[config.mk]
export PLATFORM = sky130hd
export DESIGN_NAME = tetris_core
export DESIGN_NICKNAME = d
export VERILOG_FILES = /design/src/design/tetris_grid_pkg.sv /design/src/design/tetris_ctrl_pkg.sv /design/src/design/piece_if.sv /design/src/design/shape_counter.sv /design/src/design/block_gen.sv /design/src/design/drop_unit.sv /design/src/design/game_fsm.sv /design/src/design/tetris_core.sv
export VERILOG_INCLUDE_DIRS = /design/src /design/src/design
export SDC_FILE = /design/constraint.sdc
export NUM_CORES = 1
export LEC_CHECK = 0
export BUFFER_PORTS_ARGS = -buffer_cell sky130_fd_sc_hd__clkbuf_2
export CAP_MARGIN = 20
export CORE_MARGIN = 10
export CORE_UTILIZATION = 50
export CTS_CLUSTER_SIZE = 8
export DETAILED_ROUTE_END_ITERATION = 6
export PLACE_DENSITY = 0.77
export SYNTH_ARGS = -nofsm -noshare
export SYNTH_HDL_FRONTEND = slang
export SYNTH_SLANG_ARGS = --single-unit
[constraint.sdc]
create_clock -name clk -period 18.8 [get_ports clk]
set_clock_uncertainty 0.15 [all_clocks]
set_input_delay 1.88 -clock clk [delete_from_list [all_inputs] [get_ports clk]]
set_output_delay 1.88 -clock clk [all_outputs]
set_load 0.01 [all_outputs]
[src/design/tetris_macros.svh]
`ifndef TETRIS_MACROS_SVH
`define TETRIS_MACROS_SVH

// Playfield size, row 0 is the top row
`define TETRIS_ROWS 22
`define TETRIS_COLS 10

// Pieces in the fixed spawn rotation
`define TETRIS_SHAPES 7

// Leftmost column of the 4-wide spawn box
`define TETRIS_SPAWN_COL 3

`endif

[src/design/tetris_grid_pkg.sv]
`include "tetris_macros.svh"

package tetris_grid_pkg;

    // One row of cells, bit c is column c
    typedef logic [`TETRIS_COLS-1:0] row_t;

    // Full playfield bitmap
    // Index r is row r, row 0 at the top and row ROWS-1 on the floor
    typedef row_t [`TETRIS_ROWS-1:0] grid_t;

endpackage

[src/design/tetris_ctrl_pkg.sv]
package tetris_ctrl_pkg;

    // Game controller states
    typedef enum logic [2:0] {
        SPAWN,      // Request next spawn bitmap
        SPAWN_WAIT, // Bitmap ready, top-out check
        FALLING,    // Piece steps down on drop ticks
        LANDED,     // Merge piece into stored grid
        GAME_OVER   // Top-out, held until reset
    } game_state_t;

    // Spawn order follows the encoding
    typedef enum logic [2:0] {
        SHAPE_I,
        SHAPE_O,
        SHAPE_T,
        SHAPE_S,
        SHAPE_Z,
        SHAPE_J,
        SHAPE_L
    } shape_t;

endpackage

[src/design/piece_if.sv]
`timescale 1ns/1ps

// Active piece link between the game controller and the drop unit
interface piece_if;

    logic                   load;        // One-cycle capture strobe
    tetris_grid_pkg::grid_t spawn_piece; // Piece to capture on load
    tetris_grid_pkg::grid_t stored;      // Permanent grid, level
    logic                   step;        // Drop tick, only while FALLING
    tetris_grid_pkg::grid_t piece;       // Current piece position
    logic                   landed;      // Pulse, step was blocked

    modport controller (
        output load,
        output spawn_piece,
        output stored,
        output step,
        input  piece,
        input  landed
    );

    modport drop (
        input  load,
        input  spawn_piece,
        input  stored,
        input  step,
        output piece,
        output landed
    );

endinterface

[src/design/shape_counter.sv]
`timescale 1ns/1ps
`include "tetris_macros.svh"

// Deterministic piece order I O T S Z J L, repeating
module shape_counter (
    input  logic                    clk,
    input  logic                    reset,
    input  logic                    advance, // One pulse per spawn
    output tetris_ctrl_pkg::shape_t shape
);

    logic last_shape; // Current shape is the end of the rotation

    assign last_shape = (shape == tetris_ctrl_pkg::shape_t'(`TETRIS_SHAPES - 1));

    always_ff @(posedge clk, posedge reset) begin
        if (reset) begin
            shape <= tetris_ctrl_pkg::SHAPE_I;
        end else if (advance) begin
            if (last_shape) begin
                shape <= tetris_ctrl_pkg::SHAPE_I; // Wrap L back to I
            end else begin
                shape <= tetris_ctrl_pkg::shape_t'(shape + 3'd1);
            end
        end
    end

endmodule

[src/design/block_gen.sv]
`timescale 1ns/1ps
`include "tetris_macros.svh"

// Spawn bitmap generator
// Each shape fits a 4x2 box in rows 0 and 1, starting at the spawn column
module block_gen (
    input  logic                    clk,
    input  logic                    reset,
    input  logic                    enable,    // High for the SPAWN cycle
    input  tetris_ctrl_pkg::shape_t shape,
    output tetris_grid_pkg::grid_t  new_block
);

    logic [3:0]             top_pat; // Bit i is column SPAWN_COL + i
    logic [3:0]             bot_pat;
    tetris_grid_pkg::grid_t spawn_grid;

    always_comb begin
        case (shape)
            tetris_ctrl_pkg::SHAPE_I: begin
                top_pat = 4'b1111;
                bot_pat = 4'b0000;
            end
            tetris_ctrl_pkg::SHAPE_O: begin
                top_pat = 4'b0110;
                bot_pat = 4'b0110;
            end
            tetris_ctrl_pkg::SHAPE_T: begin
                top_pat = 4'b0111;
                bot_pat = 4'b0010; // Stem under the middle
            end
            tetris_ctrl_pkg::SHAPE_S: begin
                top_pat = 4'b0110;
                bot_pat = 4'b0011;
            end
            tetris_ctrl_pkg::SHAPE_Z: begin
                top_pat = 4'b0011;
                bot_pat = 4'b0110;
            end
            tetris_ctrl_pkg::SHAPE_J: begin
                top_pat = 4'b0111;
                bot_pat = 4'b0100; // Hook on the right
            end
            tetris_ctrl_pkg::SHAPE_L: begin
                top_pat = 4'b0111;
                bot_pat = 4'b0001; // Hook on the left
            end
            default: begin
                top_pat = 4'b0000;
                bot_pat = 4'b0000;
            end
        endcase
    end

    // Place the box in the two top rows, everything else empty
    always_comb begin
        spawn_grid    = '0;
        spawn_grid[0] = tetris_grid_pkg::row_t'(top_pat) << `TETRIS_SPAWN_COL;
        spawn_grid[1] = tetris_grid_pkg::row_t'(bot_pat) << `TETRIS_SPAWN_COL;
    end

    always_ff @(posedge clk, posedge reset) begin
        if (reset) begin
            new_block <= '0;
        end else if (enable) begin
            new_block <= spawn_grid; // Held until the next spawn
        end
    end

endmodule

[src/design/drop_unit.sv]
`timescale 1ns/1ps
`include "tetris_macros.svh"

// Active piece register with gravity
// A step either moves the piece one row down or, when blocked, flags a landing
module drop_unit (
    input logic  clk,
    input logic  reset,
    piece_if.drop pif
);

    tetris_grid_pkg::grid_t shifted;  // Piece one row lower
    logic                   on_floor; // Piece touches the bottom row
    logic                   hits_stack;
    logic                   can_move;

    // Row r moves to row r+1, an empty row enters at the top
    assign shifted = {pif.piece[`TETRIS_ROWS-2:0], tetris_grid_pkg::row_t'(0)};

    assign on_floor   = |pif.piece[`TETRIS_ROWS-1];
    assign hits_stack = |(shifted & pif.stored);
    assign can_move   = !on_floor && !hits_stack;

    always_ff @(posedge clk, posedge reset) begin
        if (reset) begin
            pif.piece  <= '0;
            pif.landed <= 1'b0;
        end else begin
            pif.landed <= 1'b0; // Pulse only
            if (pif.load) begin
                pif.piece <= pif.spawn_piece;
            end else if (pif.step) begin
                if (can_move) begin
                    pif.piece <= shifted;
                end else begin
                    pif.landed <= 1'b1; // Piece stays put, controller merges it
                end
            end
        end
    end

endmodule

[src/design/game_fsm.sv]
`timescale 1ns/1ps

// Game controller
// Sequences spawn, fall and merge, keeps the stored grid and builds the display
module game_fsm (
    input  logic                    clk,
    input  logic                    reset,
    input  logic                    drop_tick,    // One-cycle gravity strobe
    input  tetris_ctrl_pkg::shape_t shape,        // Shape about to spawn
    input  tetris_grid_pkg::grid_t  new_block,    // Registered spawn bitmap
    output logic                    spawn_enable, // To block_gen
    output logic                    advance,      // To shape_counter
    output tetris_grid_pkg::grid_t  display,
    output logic                    finish,       // Top-out, sticky
    piece_if.controller             pif
);

    tetris_ctrl_pkg::game_state_t state;
    tetris_ctrl_pkg::game_state_t next_state;

    tetris_grid_pkg::grid_t  stored;      // Permanent blocks
    logic                    armed;       // Set one clock after reset release
    logic                    spawn_go;    // The single real SPAWN cycle
    logic                    top_out;     // Spawn box collides with stack

    // Holds off the first spawn until the clock after reset release
    always_ff @(posedge clk, posedge reset) begin
        if (reset) begin
            armed <= 1'b0;
        end else begin
            armed <= 1'b1;
        end
    end

    assign spawn_go = (state == tetris_ctrl_pkg::SPAWN) && armed;

    // Spawn bitmap only fills rows 0 and 1, so the whole grid compare covers the spawn box
    assign top_out = |(new_block & stored);

    always_ff @(posedge clk, posedge reset) begin
        if (reset) begin
            state <= tetris_ctrl_pkg::SPAWN;
        end else begin
            state <= next_state;
        end
    end

    always_comb begin
        next_state = state;
        case (state)
            tetris_ctrl_pkg::SPAWN: begin
                if (spawn_go) begin
                    next_state = tetris_ctrl_pkg::SPAWN_WAIT;
                end
            end
            tetris_ctrl_pkg::SPAWN_WAIT: begin
                next_state = top_out ? tetris_ctrl_pkg::GAME_OVER : tetris_ctrl_pkg::FALLING;
            end
            tetris_ctrl_pkg::FALLING: begin
                if (pif.landed) begin
                    next_state = tetris_ctrl_pkg::LANDED;
                end
            end
            tetris_ctrl_pkg::LANDED:    next_state = tetris_ctrl_pkg::SPAWN; // No back-pressure
            tetris_ctrl_pkg::GAME_OVER: next_state = tetris_ctrl_pkg::GAME_OVER;
            default:                    next_state = tetris_ctrl_pkg::SPAWN;
        endcase
    end

    // Merge the resting piece, once per landing
    always_ff @(posedge clk, posedge reset) begin
        if (reset) begin
            stored <= '0;
        end else if (state == tetris_ctrl_pkg::LANDED) begin
            stored <= stored | pif.piece;
        end
    end

    assign spawn_enable = spawn_go;
    assign advance      = spawn_go; // Counter moves on past the shape just drawn
    assign finish       = (state == tetris_ctrl_pkg::GAME_OVER);

    assign pif.load        = (state == tetris_ctrl_pkg::SPAWN_WAIT) && !top_out;
    assign pif.spawn_piece = new_block;
    assign pif.stored      = stored;
    assign pif.step        = drop_tick && (state == tetris_ctrl_pkg::FALLING);

    // Overlay picked by state
    always_comb begin
        case (state)
            tetris_ctrl_pkg::FALLING: display = pif.piece | stored;
            tetris_ctrl_pkg::LANDED:  display = stored; // Before the merge edge
            default:                  display = new_block | stored;
        endcase
    end

endmodule

[src/design/tetris_core.sv]
`timescale 1ns/1ps

// Falling-block puzzle core, top level
module tetris_core (
    input  logic                   clk,
    input  logic                   reset,
    input  logic                   drop_tick,
    output logic                   spawn_enable,
    output tetris_grid_pkg::grid_t display,
    output logic                   finish
);

    tetris_ctrl_pkg::shape_t shape;     // Next shape in rotation
    tetris_grid_pkg::grid_t  new_block; // Spawn bitmap
    logic                    advance;

    piece_if pif ();

    shape_counter shape_counter_inst (
        .clk     (clk),
        .reset   (reset),
        .advance (advance),
        .shape   (shape)
    );

    block_gen block_gen_inst (
        .clk       (clk),
        .reset     (reset),
        .enable    (spawn_enable),
        .shape     (shape),
        .new_block (new_block)
    );

    drop_unit drop_unit_inst (
        .clk   (clk),
        .reset (reset),
        .pif   (pif.drop)
    );

    game_fsm game_fsm_inst (
        .clk          (clk),
        .reset        (reset),
        .drop_tick    (drop_tick),
        .shape        (shape),
        .new_block    (new_block),
        .spawn_enable (spawn_enable),
        .advance      (advance),
        .display      (display),
        .finish       (finish),
        .pif          (pif.controller)
    );

endmodule

**After elaboration in Yosys (flattened, before gate mapping)**

Index checks and enable logic that the tools add are counted.

- Add/sub/neg operators: 1
- Multiplexer cells: 14
- Reductions and logical operators: 19
- Equal/unequal tests: 12
- Bitwise gates (word level): 4

Operators with widths:

| kind | number |
|---|---|
| 2-to-1 mux 220 bit | 3 |
| one-hot mux 220 bit (2 select lines) | 1 |
| OR reduction 220 bit | 2 |
| AND 17 x 220 -> 220 bit | 1 |
| AND 220 bit | 1 |
| OR 17 x 220 -> 220 bit | 1 |
| OR 220 bit | 1 |
| one-hot mux 4 bit (4 select lines) | 1 |
| one-hot mux 3 bit (5 select lines) | 1 |
| equality test 3 x 2 -> 1 bit, second input constant | 4 |
| equality test 3 bit, second input constant | 4 |
| 2-to-1 mux 3 bit | 4 |
| one-hot mux 3 bit (4 select lines) | 1 |
| OR reduction 10 bit | 1 |
| equality test 3 x 1 -> 1 bit, second input constant | 2 |
| zero test 3 bit | 2 |
| logical AND 1 bit | 4 |
| inequality test 2 bit, second input constant | 2 |
| AND reduction 2 bit | 2 |
| nonzero test 2 bit | 2 |
| OR reduction 2 bit | 2 |
| adder 3 x 1 -> 3 bit, second input constant | 1 |
| zero test 1 bit | 3 |
| 2-to-1 mux 1 bit | 3 |
| OR reduction 3 bit | 1 |

- Word-level logic and storage cells: 100
- Flip-flop bits (word level): 456
- Input port bits: 3
- Output and inout bits: 222

**Longest topological paths before layout**

- Depth after elaboration: 7
- Mapped depth: 9
- Gate-level depth less buffers: 6

**Cells and area by module**

Synthesis repeated with hierarchy kept, for this count alone.

- Cells, all modules: 2497
- Area total of the unflattened synthesis: 27909.3 µm²

Modules (own cells, without submodules):

| module | sequential area each (µm²) | times used | area an instance (µm²) | cells each |
|---|---|---|---|---|
| game_fsm | 5605.4 | 1 | 14093.5 | 1372 |
| drop_unit | 5530.3 | 1 | 11711.2 | 865 |
| block_gen | 175.2 | 1 | 1963.1 | 246 |
| shape_counter | 75.1 | 1 | 141.4 | 14 |

**Worst setup path before layout**

Ideal clock, no wire load.

- Path type: reg2out
- Start: register game_fsm_inst.state[1]
- End: output display[125] in the netlist's numbering
- Stages on the path, launching flop included: 6
- Arrival: 1.798 ns
- Path slack: 14.972 ns
- Path buffers: 2
- Data required time: 16.770 ns
- Cell sequence: dfrtp_1 > inv_1 > nor3_1 > clkbuf_1 > clkbuf_1 > a21o_1

RTL lines:

| element | RTL line | source |
|---|---|---|
| from (decl) | game_fsm.sv:18 | `tetris_ctrl_pkg::game_state_t state;` |
| from (signal assigned) | game_fsm.sv:42 | `state <= tetris_ctrl_pkg::SPAWN;` |
| from (signal assigned) | game_fsm.sv:44 | `state <= next_state;` |
| to (decl) | tetris_core.sv:9 | `output tetris_grid_pkg::grid_t display,` |

==> key figures <==
Outcome
  – Result of the run: finished, final reports clean

Setup path
  – CP Cell Sequence: inv_1 > nor3_2 > buf_4 > nor2_1 > a221o_1 > clkbuf_2
  – Crit path buffers/inverters: 3
  – Critical path data required time: 16.77 ns
  – Worst-case reg-to-reg path depth: 7
  – Delay contributed by the slowest stage of the critical path: 0.77 ns
  – Worst setup EP type: output port
  – Critical setup path kind: reg2out
  – Endpoint of the lowest-slack register-to-register path: drop_unit_inst.pif.piece[63]$_DFFE_PP0P_
  – Highest net fanout along the worst path: 90
  – Delay-heaviest family, CP: buffers and inverters
  – Worst EP arrival: ~2.8 ns
  – Startpoint of the most critical register-to-register path: drop_unit_inst.pif.piece[86]$_DFFE_PP0P_
  – Critical-path top delay cell: buf_4
  – Worst setup SP type: flip-flop
  – Worst setup slack for register-to-register paths: 15.15 ns

Detailed routing
  – Drt drc: 0
  – Via density: 5.204
  – Final wirelength: roughly 24000 um
  – Remaining antenna violation count: 0
  – Number of optimization iterations in the first detailed-route pass: 5
  – Mean routed wirelength per cell: 18.61 um
  – Routed via count: 6620
  – Starting DRC count in detailed routing: 579

Cells and area
  – Filler instances: 1640
  – Area growth from synthesis to layout: 7.935%
  – Layout cell share with drive strength beyond 1: 13.54%
  – Most frequent standard cell in the layout excluding fill and tap cells: dfrtp_1
  – Antenna cell count: 0
  – Total Nets Final: 1004
  – Most frequent cells in the layout: 191 x dfrtp_1, 169 x a21o_1, 133 x conb_1

CTS
  – Total setup buffers inserted after CTS: 0
  – CTS resizes: 0
  – Number of H-tree levels: 4
  – Number of buffers on the longest clock path: 2
  – Hold bufs inserted after CTS: 0
  – Clock tree from TritonCTS: done
  – Clock transition at the registers of the reported paths: 0.06 ns
  – Clk Latency, worst-skew pair: 0.43 ns
  – Number of buffers added by the clock tree synthesis step: 17
  – CTS Sinks: between 150 and 200
  – Clk root buf: clkbuf_16

Yosys
  – Synth Flop Type: dfrtp_1
  – Dominant cells by area after synthesis: dfrtp_1 50%, a21o_1 13%, buf_4 10%, mux2i_1 8.4%, inv_1 3.6%
  – Cell taking the most area after synthesis: dfrtp_1
  – Average size of a mapped cell: 10.39 um2
  – Distinct cell type count of the synthesized netlist: 36
  – Yosys top cell area share: between 40% and 50%
  – Sequential share of the synthesized area: 49.69%
  – Number of instances in the synthesized netlist: 926
  – Count of yosys warnings during synthesis: 0
  – Synthesized flop and latch total: between 150 and 200
  – Share of synthesized registers carrying an async set or reset: 100.0%
  – Summed instance area of the synthesized netlist: approximately 0.0096 mm2
  – Number of flops mapped to enable cells by yosys: 0

STA
  – Final-report hold violation count: 0
  – Post-Route Setup TNS: 0 ns
  – Final Max Tran Viols: 0
  – Maximum clock rate: 208.7 MHz
  – Final cycle utilization of the critical path: 25.49%
  – Headroom to the max-slew limit: 24.68%
  – Worst Max-Slew Pin Slew: 1.130 ns
  – Unrepaired setup endpoints after global routing: false
  – Shortest clock period the worst path allows after layout: 4.792 ns
  – Finish-stage setup viols: 0

Power and ir drop
  – Share of total power in sequential cells: 45.8%
  – Switching power as a share of total power: between 40% and 50%
  – Switch Pwr: around 0.00077 W
  – Combinational share of power: a little over a third
  – Maximum vdd ir drop: approximately 0.079 mV
  – Internal power: around 0.0011 W
  – Total power: 0.001907 W
  – Reported leakage power: 6.424 nW
  – Power density over the cells: 183.7 mW/mm2
  – Clock network fraction of design power: ~19%

Worst hold path
  – Worst Hold End: game_fsm_inst.pif.stored[113]$_DFFE_PP0N_
  – Class of the tightest hold or removal check: reg2reg
  – Depth of the worst hold-timing path: 1
  – Launch instance of the worst min-delay path: game_fsm_inst.pif.stored[113]$_DFFE_PP0N_

Die
  – Die outline area: 0.02518 mm2
  – Chip height: 158.7 um
  – Initial core utilization: 51.08%
  – Core outline area: 0.01883 mm2
  – Placement Rows: 50
  – Die extent in x: 158.7 um
  – I/O pin count: 225

Global route
  – Congestion Overflow GR: 0
  – Total routing usage reported by global routing: 18.68%
  – Number of antenna violations at the first check in global routing: 0
  – First-pass GRT wire length: approximately 36000 um
  – Vias in the first global route: 6587
  – Maximum number of pins on one net before global-route repair: 100

Placed design
  – HPWL reported at the end of detailed placement: about 17000 um
  – Final weighted congestion of routability-driven global placement: a little over 0.8
  – Count of input and output buffers: around 90

Flow run
  – Reported max-cap violation count: 0
per-layer routing:
layer | up-vias | GRT usage, % | part of all wire (%) | wire, um
met5 | - | 0 | 0 | 0
met4 | 0 | 6.308 | 2.0 | 482
met3 | 31 | 4.263 | 8.0 | 1897
met2 | 241 | 29.22 | 47 | 11030
met1 | 3335 | 25.03 | 43 | 10260
li1 | 3013 | - | - | -
Yosys cell counts (3+ instances only):
cell type	count
dfrtp_1	191
a21o_1	169
buf_4	132
inv_1	93
nand2_1	88
mux2i_1	81
clkbuf_1	30
nor2_1	19
a22oi_1	16
a22o_1	14
o21ai_0	10
a221oi_1	9
a21oi_1	8
a221o_1	7
buf_2	7
a221oi_2	5
nand3_1	5
nand4_1	5
a31o_1	4
nand2b_1	4
o21ai_1	4
a31oi_1	3
buf_6	3
or3_1	3
through the flow:
stage / hold WS (ns) / utilization, % / instances / instance area (um2) / setup slack, ns
after floorplan: 0.2986 / - / 1057 / 10110 / 11.57
after global placement: 0.3121 / 51.96 / 1241 / 9784 / 14.54
after detailed placement: 0.3215 / 51.96 / 1241 / 9784 / 14.40
after CTS: 0.3375 / 55.13 / 1272 / 10380 / 13.96
after global routing: 0.3459 / 55.13 / 1272 / 10380 / 13.77
final: 0.3375 / 55.13 / 1272 / 10380 / 14.01
power groups by stage:
| stage | sequential [W] | combinational (W) | clock [W] |
|---|---|---|---|
| 3_5_place_dp | 0.000875 | 0.000672 | 0 |
| 3_3_place_gp | 0.000866 | 0.000655 | 0 |
| 5_1_grt | 0.000907 | 0.000747 | 0.000389 |
| 6_report | 0.000874 | 0.000665 | 0.000367 |
| 4_1_cts | 0.000869 | 0.000676 | 0.000372 |
| 2_1_floorplan | 0.000777 | 0.000487 | 0 |
how the worst max path moves through the flow:
stage | slack, ns | startpoint | endpoint | cells past startpoint
final | 14.01 | game_fsm_inst.state[1]$_DFFE_PP0P_ | display[15] | 6
after global routing | 13.77 | game_fsm_inst.state[1]$_DFFE_PP0P_ | display[15] | 6
after CTS | 13.96 | game_fsm_inst.state[1]$_DFFE_PP0P_ | display[15] | 6
after detailed placement | 14.40 | game_fsm_inst.state[1]$_DFFE_PP0P_ | display[15] | 6
after global placement | 14.54 | game_fsm_inst.state[1]$_DFFE_PP0P_ | display[14] | 6
after floorplan | 11.57 | reset | block_gen_inst.new_block[13]$_DFFE_PP0P_ | 1
cells by family (layout without fill, tap and decap cells):
kind of cell,count (synthesis),after routing,synth area share (%)
other cells,2,133,0.07808
compound gates,251,251,19.92
flops,191,191,49.69
simple gates,132,132,5.763
mux,81,81,8.430
fa+ha+maj,1,1,0.1301
buf+inv,267,222,15.90
xor+xnor,1,1,0.09108
final cells by class:
class                   instances  area (um2)  area share, %
flip-flops and latches        191        4780          46.04
multi-input cells             599        3820          36.80
repair buffers                 98       505.5          4.869
clock buffers                  21       460.4          4.435
inverters                      93       354.1          3.411
well taps                     260       325.3          3.134
clock inverters                10       136.4          1.314
state kept, by name (all words and copies together), names as in the netlist:
register	cells
shape_counter_inst.shape	3
game_fsm_inst.armed	1
game_fsm_inst.pif.stored	88
drop_unit_inst.pif.landed	1
game_fsm_inst.state	3
block_gen_inst.new_block	7
drop_unit_inst.pif.piece	88
Note: power is estimated with default switching activity, not from simulation.
